File: src/uopPkg.sv
// Micro-op sequencer definitions
`default_nettype none

package uopPkg;

	typedef logic [31:0] instrT;      // Instruction word
	typedef logic [3:0]  regIdxT;     // Register index
	typedef logic [15:0] regListT;    // LDM/STM list, bit i is register i
	typedef logic [3:0]  flagsT;      // NZCV with N on top
	typedef logic [3:0]  condT;       // Condition field
	typedef logic [3:0]  rzSelT;      // Rz routing to the register file

	// Rz routing bits, high to low
	// 3 steers the first read port when an RSR run starts
	// 2 sends the write to Rz
	// 1 sends the second read to Rz
	// 0 sends the first read to Rz

	typedef enum logic [2:0] {
		ready,            // Pass through or first micro-op of a run
		rsrSecond,        // Original op reading Rz
		blSecond,         // Plain branch after the LR move
		blockXfer,        // One register per cycle
		blockWriteback    // Base register update
	} seqStateT;

	typedef enum logic [2:0] {
		plain,
		rsr,              // Register-shifted-register data processing
		branchLink,
		loadMultiple,
		storeMultiple
	} seqKindT;

	localparam regIdxT scratchReg = 4'd15;   // Index inside the Rz space
	localparam regIdxT linkReg    = 4'd14;
	localparam regIdxT pcReg      = 4'd15;

	localparam condT condAlways = 4'b1110;

	localparam logic [3:0] opcodeMov = 4'b1101;
	localparam logic [3:0] opcodeAdd = 4'b0100;
	localparam logic [3:0] opcodeSub = 4'b0010;

	localparam int wordBytes = 4;   // Address step per register

	// Instruction field positions
	localparam int condHi    = 31;
	localparam int condLo    = 28;
	localparam int pBit      = 24;   // Pre index
	localparam int uBit      = 23;   // Up
	localparam int wBit      = 21;   // Base writeback
	localparam int lBit      = 20;   // Load
	localparam int rnHi      = 19;
	localparam int rnLo      = 16;
	localparam int rdHi      = 15;
	localparam int rdLo      = 12;
	localparam int rsHi      = 11;
	localparam int rsLo      = 8;
	localparam int regListHi = 15;
	localparam int regListLo = 0;

endpackage

`default_nettype wire

File: src/condCheck.sv
// ARM condition evaluation
`timescale 1ns/1ps
`default_nettype none

module condCheck (
	input  uopPkg::condT  cond,
	input  uopPkg::flagsT flags,
	output logic          condPass
);

	logic flagN;
	logic flagZ;
	logic flagC;
	logic flagV;

	assign {flagN, flagZ, flagC, flagV} = flags;

	always_comb begin
		case (cond)
			4'b0000: condPass = flagZ;                              // EQ
			4'b0001: condPass = !flagZ;                             // NE
			4'b0010: condPass = flagC;                              // CS
			4'b0011: condPass = !flagC;                             // CC
			4'b0100: condPass = flagN;                              // MI
			4'b0101: condPass = !flagN;                             // PL
			4'b0110: condPass = flagV;                              // VS
			4'b0111: condPass = !flagV;                             // VC
			4'b1000: condPass = flagC && !flagZ;                    // HI
			4'b1001: condPass = !flagC || flagZ;                    // LS
			4'b1010: condPass = (flagN == flagV);                   // GE
			4'b1011: condPass = (flagN != flagV);                   // LT
			4'b1100: condPass = !flagZ && (flagN == flagV);         // GT
			4'b1101: condPass = flagZ || (flagN != flagV);          // LE
			uopPkg::condAlways: condPass = 1'b1;                    // AL
			default: condPass = 1'b0;                               // NV never runs
		endcase
	end

endmodule

`default_nettype wire

File: src/uopDecoder.sv
// Instruction class decoder
`timescale 1ns/1ps
`default_nettype none

module uopDecoder (
	input  uopPkg::instrT   instr,
	output uopPkg::seqKindT kind
);

	logic isBx;      // BX or BLX register form
	logic isRsr;
	logic isBl;
	logic isBlock;   // LDM or STM

	// BX/BLX shares the RSR bit pattern, so it is picked out first
	assign isBx = (instr[27:20] == 8'b0001_0010)
		&& (instr[uopPkg::rnHi:uopPkg::rnLo] == 4'hf)    // SBO
		&& (instr[uopPkg::rdHi:uopPkg::rdLo] == 4'hf)    // SBO
		&& (instr[uopPkg::rsHi:uopPkg::rsLo] == 4'hf)    // SBO
		&& (instr[7:6] == 2'b00);

	assign isRsr = (instr[27:25] == 3'b000)   // Data processing, register operand
		&& !instr[7]
		&& instr[4]                           // Shift amount from Rs
		&& !isBx;

	assign isBl = (instr[27:24] == 4'b1011);    // Branch with L set

	assign isBlock = (instr[27:25] == 3'b100);  // Block data transfer

	always_comb begin
		if (isRsr) begin
			kind = uopPkg::rsr;
		end else if (isBl) begin
			kind = uopPkg::branchLink;
		end else if (isBlock) begin
			if (instr[uopPkg::lBit]) begin
				kind = uopPkg::loadMultiple;
			end else begin
				kind = uopPkg::storeMultiple;
			end
		end else begin
			kind = uopPkg::plain;   // Passes straight through
		end
	end

endmodule

`default_nettype wire

File: src/blockTransferCounter.sv
// LDM/STM register list tracker
`timescale 1ns/1ps
`default_nettype none

module blockTransferCounter (
	input  logic           clk,
	input  logic           reset,
	input  logic           stallUop,
	input  uopPkg::instrT  instr,
	input  logic           inReady,
	output uopPkg::regIdxT nextReg,
	output logic [4:0]     remaining,
	output logic [11:0]    startOffset,
	output logic           addUp,
	output logic           lastReg,
	output logic           noneLeft
);

	uopPkg::regListT listNow;      // Registers still to move
	uopPkg::regListT curList;      // List this cycle works from
	uopPkg::regListT listNext;
	logic [4:0]      totalRegs;    // N from the instruction
	logic [4:0]      offsetWords;  // Start offset in words
	logic            writeBack;

	assign curList   = inReady ? instr[uopPkg::regListHi:uopPkg::regListLo] : listNow;
	assign listNext  = curList & (curList - 16'd1);   // Drop lowest set bit
	assign remaining = 5'($countones(curList));
	assign totalRegs = 5'($countones(instr[uopPkg::regListHi:uopPkg::regListLo]));
	assign writeBack = instr[uopPkg::wBit];

	assign lastReg  = (remaining == 5'd1);   // This cycle moves the final register
	// Nothing follows the current micro-op
	// An empty list gets the no-op, a last register without W ends the run
	assign noneLeft = (remaining == 5'd0) || (lastReg && !writeBack);

	always_ff @(posedge clk) begin
		if (reset) begin
			listNow <= '0;
		end else if (!stallUop) begin
			listNow <= listNext;   // Held while the pipeline holds us
		end
	end

	// Lowest set bit goes first
	always_comb begin
		nextReg = '0;
		for (int i = 15; i >= 0; i--) begin
			if (curList[i]) begin
				nextReg = 4'(i);
			end
		end
	end

	always_comb begin
		case ({instr[uopPkg::pBit], instr[uopPkg::uBit]})
			2'b00: begin   // DA
				offsetWords = totalRegs - 5'd1;
				addUp       = 1'b0;
			end
			2'b01: begin   // IA
				offsetWords = 5'd0;
				addUp       = 1'b1;
			end
			2'b10: begin   // DB
				offsetWords = totalRegs;
				addUp       = 1'b0;
			end
			default: begin   // IB
				offsetWords = 5'd1;
				addUp       = 1'b1;
			end
		endcase
	end

	assign startOffset = 12'(offsetWords) * 12'(uopPkg::wordBytes);

endmodule

`default_nettype wire

File: src/uopController.sv
// Sequencer state and control levels
`timescale 1ns/1ps
`default_nettype none

module uopController (
	input  logic             clk,
	input  logic             reset,
	input  logic             stallUop,
	input  uopPkg::seqKindT  kind,
	input  logic             condPass,
	input  logic             lastReg,
	input  logic             noneLeft,
	output uopPkg::seqStateT state,
	output logic             inReady,
	output logic             instrMux,
	output logic             noFlagUpdate,
	output logic             uOpStall,
	output logic             ldmStmForward,
	output logic             prevRsrState,
	output uopPkg::rzSelT    regFileRz
);

	uopPkg::seqStateT nextState;
	logic             blockKind;    // LDM or STM in decode
	logic             xferIssued;   // blockXfer cycle that moves a register

	assign blockKind  = (kind == uopPkg::loadMultiple) || (kind == uopPkg::storeMultiple);
	assign xferIssued = (state == uopPkg::blockXfer) && condPass && (lastReg || !noneLeft);

	always_ff @(posedge clk) begin
		if (reset) begin
			state <= uopPkg::ready;
		end else if (!stallUop) begin
			state <= nextState;
		end
	end

	always_comb begin
		case (state)
			uopPkg::ready: begin
				case (kind)
					uopPkg::rsr:        nextState = uopPkg::rsrSecond;
					uopPkg::branchLink: nextState = uopPkg::blSecond;
					uopPkg::loadMultiple, uopPkg::storeMultiple: begin
						if (lastReg && noneLeft) begin
							nextState = uopPkg::ready;            // Single register, done
						end else if (lastReg && condPass) begin
							nextState = uopPkg::blockWriteback;   // One register then W
						end else begin
							nextState = uopPkg::blockXfer;
						end
					end
					default: nextState = uopPkg::ready;
				endcase
			end
			uopPkg::blockXfer: begin
				if (!condPass || (noneLeft && !lastReg)) begin
					nextState = uopPkg::ready;            // No-op ends the run
				end else if (lastReg && !noneLeft) begin
					nextState = uopPkg::blockWriteback;
				end else if (lastReg) begin
					nextState = uopPkg::ready;
				end else begin
					nextState = uopPkg::blockXfer;
				end
			end
			default: nextState = uopPkg::ready;   // Second cycles and writeback end here
		endcase
	end

	assign inReady       = (state == uopPkg::ready);
	assign instrMux      = !inReady || (kind != uopPkg::plain);
	assign uOpStall      = (nextState != uopPkg::ready);   // Fetch waits while more follows
	assign prevRsrState  = (state == uopPkg::rsrSecond);
	assign ldmStmForward = xferIssued;
	assign noFlagUpdate  = (inReady && ((kind == uopPkg::rsr) || blockKind))
		|| (state == uopPkg::blockXfer)
		|| (state == uopPkg::blockWriteback);

	always_comb begin
		if (inReady && (kind == uopPkg::rsr)) begin
			regFileRz = 4'b1100;   // Write Rz, RA1 mux
		end else if (state == uopPkg::rsrSecond) begin
			regFileRz = 4'b0010;   // Shifted operand from Rz
		end else if ((state == uopPkg::blockXfer) && (kind == uopPkg::loadMultiple)) begin
			regFileRz = 4'b0001;   // Base address from Rz
		end else begin
			regFileRz = 4'b0000;
		end
	end

endmodule

`default_nettype wire

File: src/uopEncoder.sv
// Micro-op instruction builder
`timescale 1ns/1ps
`default_nettype none

module uopEncoder (
	input  uopPkg::seqStateT state,
	input  uopPkg::seqKindT  kind,
	input  uopPkg::instrT    instr,
	input  logic             condPass,
	input  uopPkg::regIdxT   nextReg,
	input  logic [4:0]       remaining,
	input  logic [11:0]      startOffset,
	input  logic             addUp,
	output uopPkg::instrT    uOpInstr
);

	uopPkg::condT   cond;
	uopPkg::regIdxT rn;
	logic           loadBit;
	logic [4:0]     totalRegs;     // N for the writeback immediate
	uopPkg::instrT  noOp;
	uopPkg::instrT  rsrMove;
	uopPkg::instrT  rsrOp;
	uopPkg::instrT  linkMove;
	uopPkg::instrT  blockFirst;
	uopPkg::instrT  blockNext;
	uopPkg::instrT  writeback;

	assign cond      = instr[uopPkg::condHi:uopPkg::condLo];
	assign rn        = instr[uopPkg::rnHi:uopPkg::rnLo];
	assign loadBit   = instr[uopPkg::lBit];
	assign totalRegs = 5'($countones(instr[uopPkg::regListHi:uopPkg::regListLo]));

	// ADD R0, R0, #0 that carries the original condition
	assign noOp = {cond, 3'b001, uopPkg::opcodeAdd, 1'b0, 20'b0};

	assign rsrMove = {cond, 3'b000, uopPkg::opcodeMov, 1'b0,   // MOV, flags kept
		4'b0000, uopPkg::scratchReg,                           // Rz gets the shifted value
		instr[11:0]};

	assign rsrOp = {instr[31:12], 8'b0, uopPkg::scratchReg};  // Unshifted Rz operand

	assign linkMove = {cond, 3'b000, uopPkg::opcodeMov, 1'b0,
		4'b0000, uopPkg::linkReg,
		8'b0, uopPkg::pcReg};   // LR = PC

	assign blockFirst = {cond, 3'b010,   // Immediate single transfer
		1'b1,                            // P
		addUp,                           // U
		1'b0,                            // Word access
		1'b0,                            // W
		loadBit,
		rn,
		nextReg,
		startOffset};

	assign blockNext = {cond, 3'b010, 1'b1, 1'b1, 1'b0, 1'b0, loadBit,
		uopPkg::scratchReg,              // Running address in Rz
		nextReg,
		12'(uopPkg::wordBytes)};

	assign writeback = {cond, 3'b001,
		instr[uopPkg::uBit] ? uopPkg::opcodeAdd : uopPkg::opcodeSub,
		1'b0, rn, rn,                    // Rn = Rn +/- 4N
		4'b0000, 1'b0, totalRegs, 2'b00};

	always_comb begin
		case (state)
			uopPkg::ready: begin
				case (kind)
					uopPkg::rsr:           uOpInstr = rsrMove;
					uopPkg::branchLink:    uOpInstr = linkMove;
					uopPkg::loadMultiple:  uOpInstr = blockFirst;
					uopPkg::storeMultiple: uOpInstr = blockFirst;
					default:               uOpInstr = instr;
				endcase
			end
			uopPkg::rsrSecond: uOpInstr = rsrOp;
			uopPkg::blSecond:  uOpInstr = {instr[31:25], 1'b0, instr[23:0]};   // Drop L
			uopPkg::blockXfer: begin
				if (!condPass || (remaining == 5'd0)) begin
					uOpInstr = noOp;   // Failed condition or empty list
				end else begin
					uOpInstr = blockNext;
				end
			end
			uopPkg::blockWriteback: uOpInstr = writeback;
			default: uOpInstr = instr;
		endcase
	end

endmodule

`default_nettype wire

File: src/uopSequencer.sv
// Micro-op sequencer top
`timescale 1ns/1ps
`default_nettype none

module uopSequencer (
	input  logic          clk,
	input  logic          reset,
	input  uopPkg::instrT instr,
	input  uopPkg::flagsT flags,
	input  logic          stallUop,
	output logic          instrMux,
	output logic          noFlagUpdate,
	output logic          uOpStall,
	output logic          ldmStmForward,
	output logic          prevRsrState,
	output uopPkg::rzSelT regFileRz,
	output uopPkg::instrT uOpInstr
);

	uopPkg::seqKindT  kind;
	uopPkg::seqStateT state;
	logic             condPass;
	logic             inReady;
	uopPkg::regIdxT   nextReg;
	logic [4:0]       remaining;
	logic [11:0]      startOffset;
	logic             addUp;
	logic             lastReg;
	logic             noneLeft;

	condCheck cond0 (.cond(instr[uopPkg::condHi:uopPkg::condLo]), .flags, .condPass);

	uopDecoder decoder0 (.instr, .kind);

	blockTransferCounter counter0 (.clk, .reset, .stallUop, .instr, .inReady, .nextReg,
		.remaining, .startOffset, .addUp, .lastReg, .noneLeft);

	uopController ctrl0 (.clk, .reset, .stallUop, .kind, .condPass, .lastReg, .noneLeft,
		.state, .inReady, .instrMux, .noFlagUpdate, .uOpStall, .ldmStmForward,
		.prevRsrState, .regFileRz);

	uopEncoder encoder0 (.state, .kind, .instr, .condPass, .nextReg, .remaining,
		.startOffset, .addUp, .uOpInstr);

endmodule

`default_nettype wire

File: config.mk
export PLATFORM = sky130hd
export DESIGN_NAME = uopSequencer
export DESIGN_NICKNAME = d
export VERILOG_FILES = /design/src/uopPkg.sv /design/src/condCheck.sv /design/src/uopDecoder.sv /design/src/blockTransferCounter.sv /design/src/uopController.sv /design/src/uopEncoder.sv /design/src/uopSequencer.sv
export SDC_FILE = /design/constraint.sdc
export NUM_CORES = 1
export LEC_CHECK = 0
export ABC_AREA = 1
export BUFFER_PORTS_ARGS = -buffer_cell sky130_fd_sc_hd__buf_2
export CORE_UTILIZATION = 45
export DETAILED_ROUTE_END_ITERATION = 6
export PLACE_DENSITY = 0.75
export SYNTH_ARGS = -nofsm -noshare
export SYNTH_HDL_FRONTEND = slang
export SYNTH_SLANG_ARGS = --single-unit
export TNS_END_PERCENT = 10
File: constraint.sdc
create_clock -name clk -period 18.9 [get_ports clk]
set_clock_uncertainty 0.05 [all_clocks]
set_input_delay 2.835 -clock clk [delete_from_list [all_inputs] [get_ports clk]]
set_output_delay 2.835 -clock clk [all_outputs]
set_load 0.005 [all_outputs]
Yosys cells after proc, flatten, opt, wreduce, memory -nomap -nowiden
Index checks and enable logic that the tools add are counted.
{ "totals": {"ff_bits": 19, "inputBits": 39, "out_inout_bits": 41, "word_cells": 157} }
{ "classes": {"n_addsub": 32, "eq_ne": 33, "n_mux": 38, "n_bitwise": 1, "n_reduce_logical": 51} }
{ "op_table": {"columns": ["cell", "n"], "rows": [
  ["$pmux W28 S5", 1],
  ["$pmux W28 S3", 1],
  ["$mux W4", 18],
  ["$add A5 B5 Y5", 13],
  ["$eq A4 B4 Y1 const B", 11],
  ["$add A1 B1 Y2", 16],
  ["$mux W27", 1],
  ["$mux W3", 9],
  ["$logic_and A1 B1 Y1", 19],
  ["$and A16 B16 Y16", 1],
  ["$eq A4 B3 Y1 const B", 4],
  ["$mux W16", 1],
  ["$sub A16 B1 Y16 const B", 1],
  ["$pmux W1 S15", 1],
  ["$pmux W5 S3", 1],
  ["$eq A3 B2 Y1 const B", 4],
  ["$logic_not A1 Y1", 11],
  ["$logic_or A1 B1 Y1", 11],
  ["$eq A3 B3 Y1 const B", 3],
  ["$pmux W3 S3", 1],
  ["$eq A4 B2 Y1 const B", 2],
  ["$eq A8 B5 Y1 const B", 1],
  ["$eq A3 B1 Y1 const B", 2],
  ["$logic_not A3 Y1", 2],
  ["other kinds (16)", 20]
]} }

Longest topological paths before layout
{ "logic_depth": {"ltp_word": 20, "ltp_mapped": 27, "mapped_depth_nobuf": 27} }

By module
From an unflattened synthesis, not the netlist that was laid out.
{ "unflattened": {"hier_cells": 651, "area_unflattened_um2": 4046.4} }
{ "modules_own_cells": {"columns": ["module", "n_inst", "cells_each", "area_each_um2", "seq_area_each_um2"], "rows": [
  ["blockTransferCounter", 1, 280, 2019.4, 300.3],
  ["uopEncoder", 1, 230, 1315.0, 0.0],
  ["uopController", 1, 57, 349.1, 60.1],
  ["condCheck", 1, 55, 229.0, 0.0],
  ["uopDecoder", 1, 29, 133.9, 0.0]
]} }

Least setup slack after synthesis
OpenSTA, ideal clock, no wires.
{ "synth_timing": {"path_type": "input to output", "from": "input port instr[12]", "to": "output port uOpInstr[14]", "t_arrival_ns": 7.015, "setup_slack_ns": 9.000, "path_stages": 19, "path_buffers": 1, "path_cell_list": "nand3b_1 -> nand2_2 -> inv_1 -> ha_1 -> inv_1 -> fa_1 -> fa_1 -> fa_1 -> inv_1 -> fa_1 -> ha_1 -> fa_1 -> nor4_1 -> nand3b_1 -> nand3_1 -> buf_2 -> nor2_1 -> nor2_1 -> nand4_1"} }
{ "synth_via": {"elab_chain_cells": 16, "elab_cells_between_ends": 35} }
{ "synth_rtl": {"columns": ["item", "line_no", "rtl"], "rows": [
  ["from (decl)", "uopSequencer.sv:8", "input uopPkg::instrT instr,"],
  ["parallel branches: the longest is 15 deep, another holds $add A5 B5 Y5", null, null],
  ["$pmux W28 S5 *", "uopEncoder.sv:68", "case (state)"],
  ["to (decl)", "uopSequencer.sv:17", "output uopPkg::instrT uOpInstr"]
]} }
Every way passes the cells marked *.

Worst setup path after layout
{ "layout_timing": {"from": "input port instr[13]", "to": "output port uOpInstr[13]"} }
{ "layout_via": {"elab_chain_cells": 17, "elab_cells_between_ends": 36} }
{ "layout_rtl": {"columns": ["item", "line_no"], "rows": [
  ["parallel branches: the longest is 16 deep, another holds $add A5 B5 Y5", null],
  ["$pmux W28 S5 *", "uopEncoder.sv:68"]
]} }
Marked as above.

==> impl.org <==
** Outcome
- The flow ran to the end, and the final reports show no timing, DRC or antenna violations.

** Die
- In this run the core area contains 31 standard-cell rows.
- Core region area :: 0.00737 mm²
- For this configuration, the core starts out at a cell density of 0.473.
- Die ar. :: 0.00811 mm²
- Die width :: 90.0 µm
- Die Y :: 90.0 µm
- Io pins :: 80

** Setup path
- Cells along the critical path :: buf_2, nand3_1, nand2_1, inv_1, ha_1, inv_1, fa_1, fa_1, fa_1, inv_1, fa_1, ha_1, fa_1, nor4_1, nand3b_1, nand3_1, inv_1, o21ai_0, nand3_1, buf_2
- The setup path with the least slack is of type input port to output pin.
- Startpoint types :: input port
- The cell that appears most often on the critical path is fa_1.
- Bufs and invs on worst path :: 6
- For the worst setup path, the data required time is 16.02 ns.
- In this run the critical register-to-register path is launched from ctrl0.state[2]$_SDFFE_PP0N_.
- On the critical path the largest part of the delay comes from adder cells.
- Arrival time of data at the critical path endpoint :: 7.91 ns
- Along the worst path, the maximum fanout reaches 11.
- In this design, the stage delay of the slowest critical-path cell is 0.55 ns.
- The worst setup path is captured at an output pin.
- In this run the worst setup path begins at instr[13].
- The largest individual stage delay along the critical path comes from the cell fa_1.

** Layout
- Count of filler cells inserted in the layout :: 773
- Final nets :: 707
- Share of final-layout standard cells stronger than drive strength 1 :: 0.185
- Syn-to-layout area delta :: 13.5%
- Antenna diode count :: 0
- Leaving out filler cells and counting taps, the final layout contains 710.

** Timing
- Tightest slew margin relative to the limit :: 0.456
- Worst hold slack :: 0.417 ns
- Worst Max-Slew Pin Slew :: 0.815 ns
- Final hold violation count :: 0
- Fin Setup TNS :: 0 ns
- RSZ-0062 raised after global routing :: false
- Final min period :: 10.79 ns
- Dividing the final minimum period by the clock period gives 0.571.
- Once routing completed, OpenROAD measured the worst setup slack at 8.11 ns.
- Max Transition Viols Final :: 0
- Setup violation total in the final timing report :: 0
- Maximum clock rate :: 92.7 MHz

** Logic synthesis
- Counting every instance in the synthesized netlist gives 542.
- Post-Syn Nets :: 637
- Cell taking the most area after synthesis :: fa_1
- Async set-reset flop share out of synthesis :: 0
- The synthesized design contains 0 enable-type register cells.
- Biggest area contributors in the synthesized netlist :: fa_1 13%, nand2_1 12%, ha_1 12%
- Synthesis inferred 18 register bits.
- After synthesis the cells add up to 0.00349 mm².
- Top flip-flop cell by instance count after synthesis :: dfxtp_1
- Unique cell type count in the Yosys netlist :: 49
- During synthesis, Yosys emitted a total of 0 warnings.
- Averaged over all synthesized cells, the footprint is 6.43 µm².
- Sequential area share after synthesis :: 0.103
- Of the post-synthesis cell area, the dominant cell type holds 0.126.

** Place
- Number of buffers added on ports :: 79
- DP HPWL :: 9.04 mm
- After detailed placement, the design holds a cell count of 706.
- Post-placement worst setup slack :: 8.14 ns
- At the end of routability-driven placement, the weighted congestion stood at 0.935.

** Job
- Maxcap violations :: 0

** Detailed routing
- Count of unresolved DRC violations after routing :: 0
- The first TritonRoute pass finished after 5 iterations.
- Number of DRC markers in iteration 0 :: 306
- Total detailed-routing wirelength :: 10.9 mm
- The final route contains 3900 vias.
- Wire length per cell :: 15.4 µm
- After detailed routing, the number of vias per cell comes to 5.49.
- Post-DRT Antenna Nets :: 0

** Global route
- Entering global routing, the biggest net connects 34 pins.
- Remaining Overflow, GRT :: 0
- Via count of the first global-routing pass :: 3613
- Wire length of the first global-routing pass :: 17.7 mm
- Antenna violations before repair :: 0
- In the global route stage, overall resource usage came out at 0.269.

** Power and ir drop
- Reg power frac :: 0.101
- Switching power :: 234 µW
- After layout, the design draws a total of 434 µW.
- Of the total power, combinational logic draws 0.821.
- Clock Power Share :: 0.078
- Of the total power, the share spent switching nets is 0.539.
- The analysis attributes to cell leakage a power of 0.00218 µW.
- In this run the power density over the cells is 110 mW/mm².
- VDD sags by at most 0.0000881 V.
- Cell internal power was estimated by the tool at 200 µW.

** Clock network
- CTS clk-pin slew, worst paths :: 0.08 ns
- TritonCTS built the clock tree.
- In this run, post-CTS repair resized a total of 0 instances.
- Buffer levels on the longest clock path :: 2
- The later pin in the worst-skew pair is clocked with a latency of 0.26 ns.
- Post-CTS timing repair inserted 0 buffers for setup.
- Clock tree synthesis inserted a total of 3 buffers.
- CTS built an H-tree with a depth of 1.
- Clock tree sinks :: 18
- Clock root cell :: clkbuf_8
- Hold-fix buffer count after cts :: 0

** Worst hold path
- The worst hold path belongs to the class flip-flop to flip-flop.
- The worst hold path begins at counter0.listNow[12]$_SDFFE_PP0N_.
==> kinds of logic (layout without fill, tap and decap cells) <==
group / after synthesis / count (layout) / synth area share
AND/OR/NAND/NOR: 218 / 218 / 0.280
buffers and inverters: 132 / 201 / 0.159
AO/OA/AOI/OAI: 116 / 116 / 0.204
adder cells (fa/ha/maj): 56 / 56 / 0.248
flip-flops: 18 / 18 / 0.103
XOR/XNOR: 2 / 2 / 0.00502
==> metrics by stage <==
step,cell area (µm²),utilization
after detailed placement,3900,0.530
after global routing,3960,0.537
final,3960,0.537
after floorplan,3490,-
after CTS,3960,0.537
after global placement,3900,0.530
==> final timing paths <==
path                                       endpoint  slack [ns]  cells past startpoint
setup / recovery                       uOpInstr[13]        8.11                     20
hold / removal    counter0.listNow[12]$_SDFFE_PP0N_        0.42                      2
setup reg to reg        ctrl0.state[1]$_SDFFE_PP0N_       12.49                     23
hold reg to reg   counter0.listNow[12]$_SDFFE_PP0N_        0.42                      2
==> placed cells by master, fill, tap and decap left out, types with 2 or more instances in the layout <==
cell type	count
nand2_1	115
inv_1	113
buf_2	79
o21ai_0	48
nor2_1	43
ha_1	34
a21oi_1	30
nand3_1	22
fa_1	22
dfxtp_1	18
nand4_1	10
o211ai_1	6
nor3_1	6
o21ai_2	5
nor2_4	4
o21a_1	4
nand2_2	4
o22ai_1	4
nor4_1	4
clkbuf_8	4
inv_2	3
o21ai_4	3
nand2_4	2
nand3b_1	2
o21ai_1	2
a32oi_1	2
or2_2	2
a31oi_1	2
a22oi_1	2
==> power groups by stage <==
stage | clock network [µW] | logic, µW | registers [µW]
floorplan | 0 | 262 | 44.0
finish | 34.0 | 356 | 43.9
global placement | 0 | 341 | 44.6
global route | 35.6 | 405 | 44.4
CTS | 34.1 | 355 | 43.9
detailed placement | 0 | 352 | 44.7
==> final cells by class <==
class / instances / area [µm²] / share of cell area
flip-flops and latches: 18 / 360 / 0.0910
well taps: 99 / 124 / 0.0313
multi-input cells: 392 / 2570 / 0.650
repair buffers: 80 / 403 / 0.102
inverters: 117 / 444 / 0.112
clock buffers: 4 / 55.1 / 0.0139
==> Yosys cell counts (5+ instances only) <==
cell / n
a21oi_1: 30
buf_4: 5
clkbuf_1: 5
dfxtp_1: 18
fa_1: 22
ha_1: 34
inv_1: 113
nand2_1: 115
nand3_1: 22
nand4_1: 10
nor2_1: 43
nor3_1: 6
o211ai_1: 6
o21ai_0: 48
o21ai_2: 5
==> worst min-delay path, delay by kind of cell, from the launching register on <==
family | cells | cell delay (ns)
flip-flops | 1 | 0.30
AO/OA/AOI/OAI | 1 | 0.07
buffers and inverters | 1 | 0.06
==> metal layers <==
metal | GRT usage | part of all wire
met1 | 0.377 | 0.46
met2 | 0.450 | 0.45
met3 | 0.0381 | 0.083
met4 | 0.0349 | 0.012
met5 | 0 | 0
==> state kept, by name, indices dropped and copies added (netlist names) <==
signal            count
counter0.listNow     15
ctrl0.state           3
(Power assumes the default switching activity.)
